==> src/usb_aon_pkg.sv <==
/*
  Shared types and constants for the always-on USB wake detector.
  Event kinds are listed in emit priority order, lowest value first.
  The FIFO depth must stay a power of two so the pointers wrap naturally.
*/
package usb_aon_pkg;

  // Wishbone data and address widths
  localparam int unsigned DataW = 32;
  localparam int unsigned AdrW  = 2;

  // Event kinds, the lowest encoding is emitted first
  typedef enum logic [2:0] {
    EvtSuspend   = 3'd0,
    EvtNotIdle   = 3'd1,
    EvtBusReset  = 3'd2,
    EvtSenseLost = 3'd3,
    EvtWakeAck   = 3'd4
  } evt_kind_e;

  localparam int unsigned NumKinds = 5;
  localparam int unsigned StampW   = 16;

  // One queued event, 19 bits in total
  typedef struct packed {
    evt_kind_e           kind;
    logic [StampW-1:0]   stamp;
  } evt_t;

  // Glitch filter lengths in AON clock samples
  localparam int unsigned NotIdleCycles = 4;
  localparam int unsigned EdgeCycles    = 3;

  // Event FIFO geometry
  localparam int unsigned FifoDepth  = 8;
  localparam int unsigned FifoLevelW = 4;
  localparam int unsigned FifoPtrW   = 3;

  // Register word addresses
  localparam logic [AdrW-1:0] RegCtrl   = 2'd0;
  localparam logic [AdrW-1:0] RegStatus = 2'd1;
  localparam logic [AdrW-1:0] RegEvent  = 2'd2;

  // Control register, write-one pulse bits
  localparam int unsigned CtrlSuspendBit = 0;
  localparam int unsigned CtrlWakeAckBit = 1;

  // Status register layout
  localparam int unsigned StatusActiveBit    = 0;
  localparam int unsigned StatusWakeReqBit   = 1;
  localparam int unsigned StatusNotIdleBit   = 2;
  localparam int unsigned StatusBusResetBit  = 3;
  localparam int unsigned StatusSenseLostBit = 4;
  localparam int unsigned StatusOverflowBit  = 5;
  localparam int unsigned StatusLevelLsb     = 8;

  // Event register layout, the stamp sits in the low bits
  localparam int unsigned EvtValidBit = 31;
  localparam int unsigned EvtKindLsb  = 16;

endpackage

==> src/usb_aon_evt_if.sv <==
/*
  Valid/ready event stream with a level count travelling alongside.
  A transfer happens on a rising edge with valid and ready both high.
  The payload must not change while valid is high and ready is low.
*/
interface usb_aon_evt_if;

  // Handshake pair
  logic valid;
  logic ready;

  // Event payload offered by the producer
  usb_aon_pkg::evt_t evt;

  // Occupancy seen on the producer side
  logic [usb_aon_pkg::FifoLevelW-1:0] level;

  // The side that offers events
  modport producer (output valid, output evt, output level, input ready);

  // The side that accepts events
  modport consumer (input valid, input evt, input level, output ready);

endinterface

==> src/usb_aon_evt_fifo.sv <==
/*
  Event FIFO between the wake detector and the register block.
  Depth must be a power of two, the pointers wrap without compare logic.
  Overflow marks that the detector was held off by a full FIFO.
*/
module usb_aon_evt_fifo (
  input  logic clk_aon_i,
  input  logic rst_aon_ni,
  usb_aon_evt_if.consumer push_i,
  usb_aon_evt_if.producer pop_o,
  input  logic clear_ovf_i,
  output logic overflow_o
);

  localparam int unsigned Depth  = usb_aon_pkg::FifoDepth;
  localparam int unsigned PtrW   = usb_aon_pkg::FifoPtrW;
  localparam int unsigned LevelW = usb_aon_pkg::FifoLevelW;

  usb_aon_pkg::evt_t mem_q [Depth];
  logic [PtrW-1:0]   wr_ptr_q, rd_ptr_q;
  logic [LevelW-1:0] count_q;
  logic              push_xfer, pop_xfer;
  logic              overflow_q;

  // Accept pushes only while there is room
  assign push_i.ready = (count_q != LevelW'(Depth));
  assign push_xfer    = push_i.valid & push_i.ready;
  assign pop_xfer     = pop_o.valid & pop_o.ready;

  // Head of the queue and its occupancy
  assign pop_o.valid = (count_q != '0);
  assign pop_o.evt   = mem_q[rd_ptr_q];
  assign pop_o.level = count_q;

  always_ff @(posedge clk_aon_i) begin
    if (push_xfer) begin
      mem_q[wr_ptr_q] <= push_i.evt;
    end
  end

  always_ff @(posedge clk_aon_i or negedge rst_aon_ni) begin
    if (!rst_aon_ni) begin
      wr_ptr_q   <= '0;
      rd_ptr_q   <= '0;
      count_q    <= '0;
      overflow_q <= 1'b0;
    end else begin
      if (push_xfer) begin
        wr_ptr_q <= wr_ptr_q + 1'b1;
      end
      if (pop_xfer) begin
        rd_ptr_q <= rd_ptr_q + 1'b1;
      end
      // Level moves only when exactly one side transfers
      if (push_xfer && !pop_xfer) begin
        count_q <= count_q + 1'b1;
      end else if (pop_xfer && !push_xfer) begin
        count_q <= count_q - 1'b1;
      end
      // A new stall wins over a clear in the same cycle
      overflow_q <= (overflow_q & ~clear_ovf_i) | (push_i.valid & ~push_i.ready);
    end
  end

  assign overflow_o = overflow_q;

endmodule

==> src/usb_aon_filter.sv <==
/*
  Two-flop synchronizer followed by a stability filter.
  The output follows the input 2 + cycles_p clocks after a clean change.
  Pulses shorter than cycles_p samples never reach the output.
*/
module usb_aon_filter #(
  parameter int unsigned cycles_p = 4
) (
  input  logic clk_aon_i,
  input  logic rst_aon_ni,
  input  logic filter_i,
  output logic filter_o
);

  localparam int unsigned CntW = $clog2(cycles_p + 1);

  logic [1:0]      sync_q;
  logic            last_q;
  logic [CntW-1:0] cnt_q;
  logic [CntW-1:0] cnt_d;

  // Count consecutive equal samples of the synchronized input, saturating at cycles_p
  always_comb begin
    if (sync_q[1] != last_q) begin
      cnt_d = CntW'(1);
    end else if (cnt_q == CntW'(cycles_p)) begin
      cnt_d = cnt_q;
    end else begin
      cnt_d = cnt_q + 1'b1;
    end
  end

  always_ff @(posedge clk_aon_i or negedge rst_aon_ni) begin
    if (!rst_aon_ni) begin
      sync_q   <= 2'b00;
      last_q   <= 1'b0;
      cnt_q    <= '0;
      filter_o <= 1'b0;
    end else begin
      sync_q <= {sync_q[0], filter_i};
      last_q <= sync_q[1];
      cnt_q  <= cnt_d;
      // The synchronized value is accepted once it has held long enough
      if (cnt_d == CntW'(cycles_p)) begin
        filter_o <= sync_q[1];
      end
    end
  end

endmodule

==> src/usb_aon_wake_detect.sv <==
/*
  Always-on wake detector: suspend state, sticky wake causes and pull-up hold.
  Suspend request and wake acknowledge must already be single AON-cycle pulses.
  Each condition is queued as one pending bit per kind, so repeats merge.
  The 16-bit stamp counter wraps silently.
*/
module usb_aon_wake_detect (
  input  logic clk_aon_i,
  input  logic rst_aon_ni,
  input  logic usb_dp_i,
  input  logic usb_dn_i,
  input  logic usb_sense_i,
  input  logic usbdev_dppullup_en_i,
  input  logic usbdev_dnpullup_en_i,
  input  logic suspend_req_i,
  input  logic wake_ack_i,
  output logic usb_dppullup_en_o,
  output logic usb_dnpullup_en_o,
  output logic wake_req_o,
  output logic active_o,
  output logic bus_not_idle_o,
  output logic bus_reset_o,
  output logic sense_lost_o,
  usb_aon_evt_if.producer evt_o
);

  localparam int unsigned NumKinds = usb_aon_pkg::NumKinds;
  localparam int unsigned StampW   = usb_aon_pkg::StampW;

  logic active_d, active_q;
  logic not_idle_async, se0_async, sense_lost_async;
  logic event_not_idle, event_bus_reset, event_sense_lost;
  logic not_idle_d, not_idle_q, bus_reset_d, bus_reset_q;
  logic sense_lost_d, sense_lost_q, wake_req_d, wake_req_q;
  logic [1:0] pullup_sync1_q, pullup_sync2_q, pullup_hold_q;
  logic [StampW-1:0] stamp_cnt_q;
  logic [StampW-1:0] stamp_q [NumKinds];
  logic [NumKinds-1:0] rise_vec, clear_vec, pending_q;
  logic [2:0] pick_idx, sel_idx, lock_idx_q;
  logic lock_q, xfer;

  // The pull-ups set the idle line state, so any line that disagrees means host activity
  assign not_idle_async   = (usb_dp_i != usb_dppullup_en_o) | (usb_dn_i != usb_dnpullup_en_o);
  assign se0_async        = ~usb_dp_i & ~usb_dn_i;
  assign sense_lost_async = ~usb_sense_i;

  usb_aon_filter #(.cycles_p(usb_aon_pkg::NotIdleCycles)) u_filter_not_idle (
    .clk_aon_i, .rst_aon_ni, .filter_i(not_idle_async), .filter_o(event_not_idle)
  );
  usb_aon_filter #(.cycles_p(usb_aon_pkg::EdgeCycles)) u_filter_se0 (
    .clk_aon_i, .rst_aon_ni, .filter_i(se0_async), .filter_o(event_bus_reset)
  );
  usb_aon_filter #(.cycles_p(usb_aon_pkg::EdgeCycles)) u_filter_sense (
    .clk_aon_i, .rst_aon_ni, .filter_i(sense_lost_async), .filter_o(event_sense_lost)
  );

  // Suspend state, entered on request and left on acknowledge
  assign active_d = active_q ? ~wake_ack_i : suspend_req_i;

  // Sticky causes only collect while active and clear once active has dropped
  assign not_idle_d   = (event_not_idle | not_idle_q) & active_q;
  assign bus_reset_d  = (event_bus_reset | bus_reset_q) & active_q;
  assign sense_lost_d = (event_sense_lost | sense_lost_q) & active_q;
  assign wake_req_d   = (event_not_idle | event_bus_reset | event_sense_lost | wake_req_q) &
                        active_q;

  // Conditions that queue an event, one bit per kind
  always_comb begin
    rise_vec = '0;
    rise_vec[usb_aon_pkg::EvtSuspend]   = active_d & ~active_q;
    rise_vec[usb_aon_pkg::EvtNotIdle]   = not_idle_d & ~not_idle_q;
    rise_vec[usb_aon_pkg::EvtBusReset]  = bus_reset_d & ~bus_reset_q;
    rise_vec[usb_aon_pkg::EvtSenseLost] = sense_lost_d & ~sense_lost_q;
    rise_vec[usb_aon_pkg::EvtWakeAck]   = ~active_d & active_q;
  end

  // Lowest pending kind wins, but a kind already on offer stays until taken
  always_comb begin
    pick_idx = '0;
    for (int i = NumKinds - 1; i >= 0; i--) begin
      if (pending_q[i]) begin
        pick_idx = 3'(i);
      end
    end
  end
  assign sel_idx = lock_q ? lock_idx_q : pick_idx;
  assign xfer    = evt_o.valid & evt_o.ready;

  always_comb begin
    clear_vec = '0;
    clear_vec[sel_idx] = xfer;
  end

  assign evt_o.valid      = |pending_q;
  assign evt_o.evt.kind   = usb_aon_pkg::evt_kind_e'(sel_idx);
  assign evt_o.evt.stamp  = stamp_q[sel_idx];

  always_ff @(posedge clk_aon_i or negedge rst_aon_ni) begin
    if (!rst_aon_ni) begin
      active_q       <= 1'b0;
      not_idle_q     <= 1'b0;
      bus_reset_q    <= 1'b0;
      sense_lost_q   <= 1'b0;
      wake_req_q     <= 1'b0;
      pullup_sync1_q <= 2'b00;
      pullup_sync2_q <= 2'b00;
      pullup_hold_q  <= 2'b00;
      stamp_cnt_q    <= '0;
      pending_q      <= '0;
      lock_q         <= 1'b0;
      lock_idx_q     <= '0;
    end else begin
      active_q       <= active_d;
      not_idle_q     <= not_idle_d;
      bus_reset_q    <= bus_reset_d;
      sense_lost_q   <= sense_lost_d;
      wake_req_q     <= wake_req_d;
      pullup_sync1_q <= {usbdev_dppullup_en_i, usbdev_dnpullup_en_i};
      pullup_sync2_q <= pullup_sync1_q;
      // Freeze the synchronized pull-ups for as long as suspend lasts
      if (!active_q) begin
        pullup_hold_q <= pullup_sync2_q;
      end
      stamp_cnt_q <= stamp_cnt_q + 1'b1;
      // A rise in the same cycle as its transfer starts a fresh event
      pending_q   <= (pending_q & ~clear_vec) | rise_vec;
      lock_q      <= evt_o.valid & ~evt_o.ready;
      lock_idx_q  <= sel_idx;
    end
  end

  // Stamps keep the time of the first rise, merged repeats leave them alone
  always_ff @(posedge clk_aon_i) begin
    for (int i = 0; i < NumKinds; i++) begin
      if (rise_vec[i] && (!pending_q[i] || clear_vec[i])) begin
        stamp_q[i] <= stamp_cnt_q;
      end
    end
  end

  assign usb_dppullup_en_o = active_q ? pullup_hold_q[1] : usbdev_dppullup_en_i;
  assign usb_dnpullup_en_o = active_q ? pullup_hold_q[0] : usbdev_dnpullup_en_i;
  assign wake_req_o        = wake_req_q;
  assign active_o          = active_q;
  assign bus_not_idle_o    = not_idle_q;
  assign bus_reset_o       = bus_reset_q;
  assign sense_lost_o      = sense_lost_q;

endmodule

==> src/usb_aon_wake_top.sv <==
/*
  Top level of the always-on USB wake path.
  Every input, the Wishbone bus included, must be in the AON clock domain
  except the core pull-up enables, which are synchronized inside.
*/
module usb_aon_wake_top (
  input  logic                          clk_aon_i,
  input  logic                          rst_aon_ni,
  input  logic                          usb_dp_i,
  input  logic                          usb_dn_i,
  input  logic                          usb_sense_i,
  input  logic                          usbdev_dppullup_en_i,
  input  logic                          usbdev_dnpullup_en_i,
  input  logic                          wb_cyc_i,
  input  logic                          wb_stb_i,
  input  logic                          wb_we_i,
  input  logic [usb_aon_pkg::AdrW-1:0]  wb_adr_i,
  input  logic [usb_aon_pkg::DataW-1:0] wb_dat_i,
  output logic [usb_aon_pkg::DataW-1:0] wb_dat_o,
  output logic                          wb_ack_o,
  output logic                          usb_dppullup_en_o,
  output logic                          usb_dnpullup_en_o,
  output logic                          wake_req_o
);

  logic suspend_req, wake_ack, clear_ovf, overflow;
  logic active, bus_not_idle, bus_reset, sense_lost;

  // Detector to FIFO, and FIFO to register block
  usb_aon_evt_if evt_push ();
  usb_aon_evt_if evt_pop ();

  usb_aon_wake_detect u_wake_detect (
    .clk_aon_i, .rst_aon_ni,
    .usb_dp_i, .usb_dn_i, .usb_sense_i,
    .usbdev_dppullup_en_i, .usbdev_dnpullup_en_i,
    .suspend_req_i  (suspend_req),
    .wake_ack_i     (wake_ack),
    .usb_dppullup_en_o, .usb_dnpullup_en_o, .wake_req_o,
    .active_o       (active),
    .bus_not_idle_o (bus_not_idle),
    .bus_reset_o    (bus_reset),
    .sense_lost_o   (sense_lost),
    .evt_o          (evt_push.producer)
  );

  usb_aon_evt_fifo u_evt_fifo (
    .clk_aon_i, .rst_aon_ni,
    .push_i      (evt_push.consumer),
    .pop_o       (evt_pop.producer),
    .clear_ovf_i (clear_ovf),
    .overflow_o  (overflow)
  );

  usb_aon_wb_regs u_wb_regs (
    .clk_aon_i, .rst_aon_ni,
    .wb_cyc_i, .wb_stb_i, .wb_we_i, .wb_adr_i, .wb_dat_i,
    .active_i       (active),
    .wake_req_i     (wake_req_o),
    .bus_not_idle_i (bus_not_idle),
    .bus_reset_i    (bus_reset),
    .sense_lost_i   (sense_lost),
    .overflow_i     (overflow),
    .wb_dat_o, .wb_ack_o,
    .suspend_req_o  (suspend_req),
    .wake_ack_o     (wake_ack),
    .clear_ovf_o    (clear_ovf),
    .evt_i          (evt_pop.consumer)
  );

endmodule

==> src/usb_aon_wb_regs.sv <==
/*
  Wishbone classic slave with control, status and event-pop registers.
  Ack comes one cycle after a request and lasts one cycle.
  The master must hold address, data and we steady until ack.
*/
module usb_aon_wb_regs (
  input  logic                          clk_aon_i,
  input  logic                          rst_aon_ni,
  input  logic                          wb_cyc_i,
  input  logic                          wb_stb_i,
  input  logic                          wb_we_i,
  input  logic [usb_aon_pkg::AdrW-1:0]  wb_adr_i,
  input  logic [usb_aon_pkg::DataW-1:0] wb_dat_i,
  input  logic                          active_i,
  input  logic                          wake_req_i,
  input  logic                          bus_not_idle_i,
  input  logic                          bus_reset_i,
  input  logic                          sense_lost_i,
  input  logic                          overflow_i,
  output logic [usb_aon_pkg::DataW-1:0] wb_dat_o,
  output logic                          wb_ack_o,
  output logic                          suspend_req_o,
  output logic                          wake_ack_o,
  output logic                          clear_ovf_o,
  usb_aon_evt_if.consumer               evt_i
);

  localparam int unsigned DataW = usb_aon_pkg::DataW;

  logic             ack_q;
  logic             req, ack_wr, ack_rd;
  logic [DataW-1:0] status_word, event_word, rd_data;
  logic [DataW-1:0] dat_q;

  assign req    = wb_cyc_i & wb_stb_i;
  assign ack_wr = ack_q & req & wb_we_i;
  assign ack_rd = ack_q & req & ~wb_we_i;

  // Live flags and FIFO level
  always_comb begin
    status_word = '0;
    status_word[usb_aon_pkg::StatusActiveBit]    = active_i;
    status_word[usb_aon_pkg::StatusWakeReqBit]   = wake_req_i;
    status_word[usb_aon_pkg::StatusNotIdleBit]   = bus_not_idle_i;
    status_word[usb_aon_pkg::StatusBusResetBit]  = bus_reset_i;
    status_word[usb_aon_pkg::StatusSenseLostBit] = sense_lost_i;
    status_word[usb_aon_pkg::StatusOverflowBit]  = overflow_i;
    status_word[usb_aon_pkg::StatusLevelLsb +: usb_aon_pkg::FifoLevelW] = evt_i.level;
  end

  // Head of the event FIFO, all zero when it is empty
  always_comb begin
    event_word = '0;
    if (evt_i.valid) begin
      event_word[usb_aon_pkg::EvtValidBit] = 1'b1;
      event_word[usb_aon_pkg::EvtKindLsb +: 3] = evt_i.evt.kind;
      event_word[usb_aon_pkg::StampW-1:0] = evt_i.evt.stamp;
    end
  end

  // Control is write only and reads back as zero
  always_comb begin
    case (wb_adr_i)
      usb_aon_pkg::RegStatus: rd_data = status_word;
      usb_aon_pkg::RegEvent:  rd_data = event_word;
      default:                rd_data = '0;
    endcase
  end

  always_ff @(posedge clk_aon_i or negedge rst_aon_ni) begin
    if (!rst_aon_ni) begin
      ack_q <= 1'b0;
    end else begin
      // One ack per request, then at least one idle cycle
      ack_q <= req & ~ack_q;
    end
  end

  // Read data is captured as ack rises and held through the ack cycle
  always_ff @(posedge clk_aon_i) begin
    if (req && !ack_q) begin
      dat_q <= rd_data;
    end
  end

  // Pulses and side effects all fall in the ack cycle
  assign suspend_req_o = ack_wr & (wb_adr_i == usb_aon_pkg::RegCtrl) &
                         wb_dat_i[usb_aon_pkg::CtrlSuspendBit];
  assign wake_ack_o    = ack_wr & (wb_adr_i == usb_aon_pkg::RegCtrl) &
                         wb_dat_i[usb_aon_pkg::CtrlWakeAckBit];
  assign clear_ovf_o   = ack_rd & (wb_adr_i == usb_aon_pkg::RegStatus);
  // The head leaves the FIFO at the end of the ack cycle
  assign evt_i.ready   = ack_rd & (wb_adr_i == usb_aon_pkg::RegEvent);

  assign wb_ack_o = ack_q;
  assign wb_dat_o = dat_q;

endmodule
==> config.mk <==
export PLATFORM = sky130hd
export DESIGN_NAME = usb_aon_wake_top
export DESIGN_NICKNAME = d
export VERILOG_FILES = /design/src/usb_aon_pkg.sv /design/src/usb_aon_evt_if.sv /design/src/usb_aon_evt_fifo.sv /design/src/usb_aon_filter.sv /design/src/usb_aon_wake_detect.sv /design/src/usb_aon_wake_top.sv /design/src/usb_aon_wb_regs.sv
export SDC_FILE = /design/constraint.sdc
export NUM_CORES = 1
export LEC_CHECK = 0
export ABC_AREA = 1
export BUFFER_PORTS_ARGS = -buffer_cell sky130_fd_sc_hd__buf_4
export CELL_PAD_IN_SITES_DETAIL_PLACEMENT = 1
export CELL_PAD_IN_SITES_GLOBAL_PLACEMENT = 2
export CORE_ASPECT_RATIO = 0.75
export CORE_UTILIZATION = 41
export CTS_CLUSTER_SIZE = 10
export DETAILED_ROUTE_END_ITERATION = 10
export PLACE_DENSITY = 0.82
export SETUP_SLACK_MARGIN = 0.2
export SLEW_MARGIN = 20
export SYNTH_ARGS = -nofsm -noshare
export SYNTH_HDL_FRONTEND = slang
export SYNTH_SLANG_ARGS = --single-unit
==> constraint.sdc <==
create_clock -name clk_aon_i -period 3.5 [get_ports clk_aon_i]
set_clock_uncertainty 0.2 [all_clocks]
set_input_delay 0.175 -clock clk_aon_i [delete_from_list [all_inputs] [get_ports clk_aon_i]]
set_output_delay 0.175 -clock clk_aon_i [all_outputs]
set_load 0.02 [all_outputs]
[Word-level counts from Yosys, hierarchy flattened]
Memories as Yosys holds them, arrays and structs flattened.
Index checks and enable logic that the tools add are counted.
Cells by class
  $add $sub $neg: 8
  order comparisons: 2
  eq/ne operators: 14
  multiplexer cells: 37
  bitwise gates (word level): 49
  reductions and logical operators: 27
Operators with widths (count)
  $pmux 32 s2: 1
  $mux 3: 9
  $and 1x1->1: 24
  $mux 19: 1
  $mux 1: 18
  $add 16x1->16 const B: 1
  $mux 16: 1
  $reduce_or 16->1: 1
  $not 1->1: 13
  $and 5x5->5: 2
  $eq 2x2->1 const B: 5
  $add 3x1->3 const B: 3
  $logic_and 1x1->1: 9
  $logic_not 1->1: 8
  $mux 2: 4
  $mux 4: 2
  $or 1x1->1: 8
  $eq 3x3->1 const B: 2
  $logic_or 1x1->1: 5
  $ne 1x1->1: 5
  $not 5->5: 1
  $or 5x5->5: 1
  $reduce_or 5->1: 1
  $add 2x1->2 const B: 2
  other kinds (10): 10
Word-level totals
  flip-flop bits (word level): 99
  bits in writable memories: 232
  input port bits: 44
  output and inout port bits: 36
  logic and storage cells: 169
  memories kept: 2
Memories
  u_evt_fifo.mem_q: words 8, width 19, read ports 1, clocked after memory_dff 0, wr ports 1, RTL line usb_aon_evt_fifo.sv:19  | usb_aon_pkg::evt_t mem_q [Depth];
  u_wake_detect.stamp_q: words 5, width 16, read ports 1, clocked after memory_dff 0, wr ports 4, RTL line usb_aon_wake_detect.sv:37  | logic [StampW-1:0] stamp_q [NumKinds];

[Depth between registers and ports, before layout]
  word-level depth: 17
  depth in mapped cells: 16
  gate-level depth less buffers: 16

[Modules after synthesis]
A second synthesis with hierarchy kept.
Second synthesis, totals
  cells, all modules: 1369
  area, all modules: 13849.5 um^2
By module, submodules not included
  usb_aon_evt_fifo: instances 1, cells an instance 738, area an instance 7165.6 um^2, sequential area each 4839.6 um^2
  usb_aon_wake_detect: instances 1, cells an instance 448, area an instance 4895.9 um^2, sequential area each 3303.2 um^2
  usb_aon_wb_regs: instances 1, cells an instance 107, area an instance 1041.0 um^2, sequential area each 625.6 um^2
  usb_aon_filter (u_wake_detect.u_filter_se0 ...): instances 2, cells an instance 20, area an instance 217.7 um^2, sequential area each 150.1 um^2
  usb_aon_filter (u_wake_detect.u_filter_not_idle): instances 1, cells an instance 36, area an instance 311.5 um^2, sequential area each 175.2 um^2

[Worst setup path after synthesis]
Ideal clock, no wire load.
  path type: register to register
  start point: register u_wake_detect.pending_q[2]
  end point: memory u_wake_detect.stamp_q[0][0], enable pin
  library setup time: 0.394 ns
  arrival: 1.887 ns
  data required time: 2.906 ns
  path slack: 1.019 ns
  cell stages (with the launch flop): 8
  path buffers: 0
  period minus slack after synthesis: 2.481 ns
  cells stage by stage: dfrtp_1 > inv_1 > nand2_1 > nand3_1 > nand2_1 > nor2_8 > nand2_1 > a21oi_1
RTL lines
  from (decl): RTL line usb_aon_wake_detect.sv:38  | logic [NumKinds-1:0] rise_vec, clear_vec, pending_q;
  from (signal assigned): RTL line usb_aon_wake_detect.sv:126  | pending_q <= (pending_q & ~clear_vec) | rise_vec;
  to (decl): RTL line usb_aon_wake_detect.sv:37

[Worst setup path in the final report]
  start point: input wb_stb_i
  end point: register u_evt_fifo.count_q[3], in the netlist u_evt_fifo.pop_o.level[3]
Between the ends
  longest elaborated chain between the ends: 8
  elaborated cells on any way between the ends: 10
  those cells by class: 1 x mux; 5 x bitwise; 4 x reduce/logical
RTL lines
  from (decl): RTL line usb_aon_wake_top.sv:15  | input logic wb_stb_i,
  $and 1x1->1 (*): RTL line usb_aon_wb_regs.sv:35  | assign req = wb_cyc_i & wb_stb_i;
  $and 1x1->1 (*) (2 in a row): RTL line usb_aon_wb_regs.sv:37  | assign ack_rd = ack_q & req & ~wb_we_i;
  $and 1x1->1 (*): RTL line usb_aon_wb_regs.sv:93  | assign evt_i.ready = ack_rd & (wb_adr_i == usb_aon_pkg::RegEvent);
  $and 1x1->1 (*): RTL line usb_aon_evt_fifo.sv:28  | assign pop_xfer = pop_o.valid & pop_o.ready;
  $logic_not 1->1: RTL line usb_aon_evt_fifo.sv:55  | if (push_xfer && !pop_xfer) begin
  $logic_and 1x1->1: RTL line usb_aon_evt_fifo.sv:55
  $mux 4 or $reduce_bool 2->1 (tied branches)
  to (signal assigned): RTL line usb_aon_evt_fifo.sv:56  | count_q <= count_q + 1'b1;
  to (signal assigned): RTL line usb_aon_evt_fifo.sv:58  | count_q <= count_q - 1'b1;
  to (decl): RTL line usb_aon_evt_fifo.sv:21  | logic [LevelW-1:0] count_q;
Mark *: on every way between the ends. The rest lies on a longest branch, timed or not.
A chain may end at the register's enable or synchronous reset.

==> summary.md <==
| Metric | Value |
|---|---|
| Status | `completed` |
| Count of flip-flops with a built-in enable after synthesis | `252` |
| Grt ovf | `0` |
| Warnings from Yosys | `0` |
| CP Cell Sequence | `dlygate4sd3_1 > buf_4 > nand2_1 > dlygate4sd3_1 > nor2_1 > nand2_1 > nor2_2 > inv_1 > ha_1 > inv_1 > ha_1 > nand2_1 > inv_1 > o21ai_0 > nand2_1 > nand2_1 > nand2_1 > nand2_1 > nand2_1` |
| Layout cells sized above 1 | `0.100` |
| Design area | `15200 µm²` |
| Reg-to-reg slack, setup | `0.59 ns` |
| Post-synth top cells | `268 x nand2_1, 252 x edfxtp_1, 160 x inv_1` |
| Max cap viols | `0` |
| Tot Pwr | `0.0135 W` |
| Mapped Area | `13200 µm²` |
| Clock latency on the worst-skew pair | `0.53 ns` |
| Worst Setup Path Type | `primary input to flop` |
| Synth async-reset ratio | `0.210` |
| Synth top area cells | `edfxtp_1 57%, dfrtp_1 13%, nand2_1 7.6%` |
| Area fraction of the dominant cell type after synthesis | `0.571` |
| Area delta synth->final | `14.6%` |
| Critical path's slowest cell | `dlygate4sd3_1` |
| Flops & latches, synth | `319` |
| Final period utilization | `0.855` |
| CP arrival | `3.21 ns` |
| Worst setup SP type | `primary input` |
| Tot GR Track Use | `0.194` |
| Hold WC Path Type | `primary input to asynchronous set/reset pin` |
| Port bufs | `37` |
| Fin crit period | `2.99 ns` |
| First-pass GRT wire length | `48.5 mm` |
| Leak | `6.33 nW` |
| Most common cell in the netlist | `nand2_1` |
| CTS Buf Count | `38` |
| CTS H-tree depth | `2` |
| Syn Inst Count | `1184` |
| Die ar. | `33000 µm²` |
| Crit-path max cell delay | `0.57 ns` |
| CTS tree | `done` |
| DRC | `0` |
| Max VDD drop | `0.000454 V` |
| Initial core utilization | `0.420` |
| Vias in the first global route | `8632` |
| Finished Core Util | `0.482` |
| Critical path capture point type | `flop` |
| Post-route antenna net violation count | `0` |
| Ports | `80` |
| Sequential share of the synthesized area | `0.698` |
| Vias per cell | `4.95` |
| Endpoints failing hold | `0` |
| Hold slack | `0.0819 ns` |
| Setup-failing EPs final | `0` |
| WL/cell | `18.4 µm` |
| Worst slew pin tran | `0.933 ns` |
| Pins over their slew limit | `0` |
| Synth Area per Inst | `11.2 µm²` |
| Row count | `56` |
| Clock buffer depth | `3` |
| Die Span Y | `158 µm` |
| # clock sinks | `319` |
| Setup TNS Final | `0 ns` |
| Post-Route WL | `31.0 mm` |
| Critical path required time | `3.72 ns` |
| Core ar. | `31500 µm²` |
| Synth cell types | `35` |
| RSZ-0062 raised after global routing | `false` |
| Routability Congestion | `0.759` |
| Worst flop-to-flop path endpoint | `u_evt_fifo.mem_q[3][11]$_DFFE_PP_` |
| Max_slew headroom | `0.377` |
| Hpwl dp | `18.7 mm` |
| Pwr dens | `887 nW/µm²` |
| Largest net degree at the start of global routing | `79` |
| Iteration-0 DRC count of the detailed router | `504` |
| DR vias | `8322` |
| Die Wd | `210 µm` |
| Pre-antenna DRT Iters | `4` |
| Worst-path fanout max | `5` |
| Main synth FF type | `edfxtp_1` |
| Post-synth top area cell | `edfxtp_1` |
| R2r startpoint | `u_wake_detect.lock_q$_DFF_PN0_` |
| Inserted Diodes | `0` |
| CTS root buffer | `clkbuf_16` |
| Clk slew on worst S/H paths | `0.05 ns` |
| Number of antenna violations at the first check in global routing | `0` |
| DP Area | `14000 µm²` |
| Most used cell, CP | `nand2_1` |
| Reg2reg path depth | `7` |
| Max frequency | `334 MHz` |
| Final nets | `1312` |
## per-stage QoR
step / cells / setup WS [ns]
2_1_floorplan: 1195 / 1.02
3_3_place_gp: 1610 / 0.731
3_5_place_dp: 1610 / 0.602
4_1_cts: 1682 / 0.436
5_1_grt: 1682 / 0.212
6_report: 1682 / 0.507
## critical path: cells and delay by family
family | cells | cell delay (ns)
buf+inv | 6 | 1.43
simple gates | 10 | 0.93
compound gates | 1 | 0.20
fa+ha+maj | 2 | 0.47
## where the power goes
part | switching, W | internal [W]
clock | 0.00143 | 0.00206
sequential | 0.000331 | 0.00576
combinational | 0.00290 | 0.00100
total | 0.00466 | 0.00881
## worst max-delay path by stage
stage	end	slack [ns]	start
3_3_place_gp	u_evt_fifo.mem_q[6][14]$_DFFE_PP_	0.73	u_wake_detect.lock_q$_DFF_PN0_
2_1_floorplan	u_wake_detect.stamp_q[0][0]$_DFFE_PP_	1.02	u_wake_detect.pending_q[2]$_DFF_PN0_
5_1_grt	u_evt_fifo.pop_o.level[3]$_DFFE_PN0P_	0.21	wb_stb_i
6_report	u_evt_fifo.pop_o.level[3]$_DFFE_PN0P_	0.51	wb_stb_i
3_5_place_dp	u_evt_fifo.mem_q[6][11]$_DFFE_PP_	0.60	u_wake_detect.lock_q$_DFF_PN0_
4_1_cts	u_evt_fifo.pop_o.level[3]$_DFFE_PN0P_	0.44	wb_stb_i
## cells by family (layout without fill, tap and decap cells)
kind of cell / Yosys count / count (layout) / synth area share
and+or+nand+nor: 519 / 519 / 0.168
DFF: 319 / 319 / 0.698
buffers and inverters: 216 / 297 / 0.0695
AOI/OAI and AO/OA: 95 / 95 / 0.0375
xor gates and xnor gates: 22 / 22 / 0.0145
adders and majority gates: 12 / 12 / 0.0119
other: 1 / 12 / 0.000283
## registers in the layout, indices dropped and copies added (netlist names), 2 cells and up
register	count
u_wake_detect.u_filter_se0.cnt_q	2
u_evt_fifo.mem_q	152
u_wb_regs.wb_dat_o	20
u_wake_detect.pullup_sync2_q	2
u_wake_detect.u_filter_sense.cnt_q	2
u_wake_detect.u_filter_se0.sync_q	2
u_wake_detect.u_filter_sense.sync_q	2
u_evt_fifo.pop_o.level	4
u_wake_detect.pullup_hold_q	2
u_wake_detect.stamp_q	80
u_wake_detect.pending_q	5
u_wake_detect.u_filter_not_idle.sync_q	2
u_evt_fifo.rd_ptr_q	3
u_wake_detect.u_filter_not_idle.cnt_q	3
u_evt_fifo.wr_ptr_q	3
u_wake_detect.stamp_cnt_q	16
u_wake_detect.pullup_sync1_q	2
u_wake_detect.lock_idx_q	3
## final cells by class
type | count | area (µm²)
inverter | 162 | 608
timing repair buffer | 75 | 606
multi-input combinational | 660 | 3150
clock buffer | 57 | 1050
sequential | 319 | 9250
tap | 406 | 508
fill | 3394 | 16300
clock inverter | 3 | 17.5
## layout by cell type (no fill, tap or decap), types with 2 or more instances in the layout
cell,n
o22ai_1,9
nor2_2,11
o21ai_1,15
o21ai_0,50
dlygate4sd3_1,12
xor2_1,15
a21oi_1,17
clkbuf_16,39
conb_1,12
nand3b_1,18
xnor2_1,7
dfrtp_1,66
o21a_1,2
nand2_1,268
nand4_1,2
clkinv_1,2
edfxtp_1,252
buf_4,62
or2_2,2
nor3_1,3
nand3_1,121
ha_1,11
clkbuf_1,17
nor2_1,85
nand2_2,4
inv_1,160
## per-layer routing
layer | vias up | global-route usage | part of all wire
li1 | 4028 | - | -
met1 | 4149 | 0.262 | 0.47
met2 | 99 | 0.329 | 0.48
met3 | 46 | 0.0304 | 0.033
met4 | 0 | 0.0556 | 0.020
met5 | - | 0 | 0
## timing repair
item                                    in CTS  in global routing
gates resized for setup                      0                  1
endpoints found under the setup margin       0                  1
endpoints found under the hold margin       84                  0
buffers inserted                             0                  0
hold buffers                                12                  0
No activity file was read; power rests on OpenSTA's default activity.
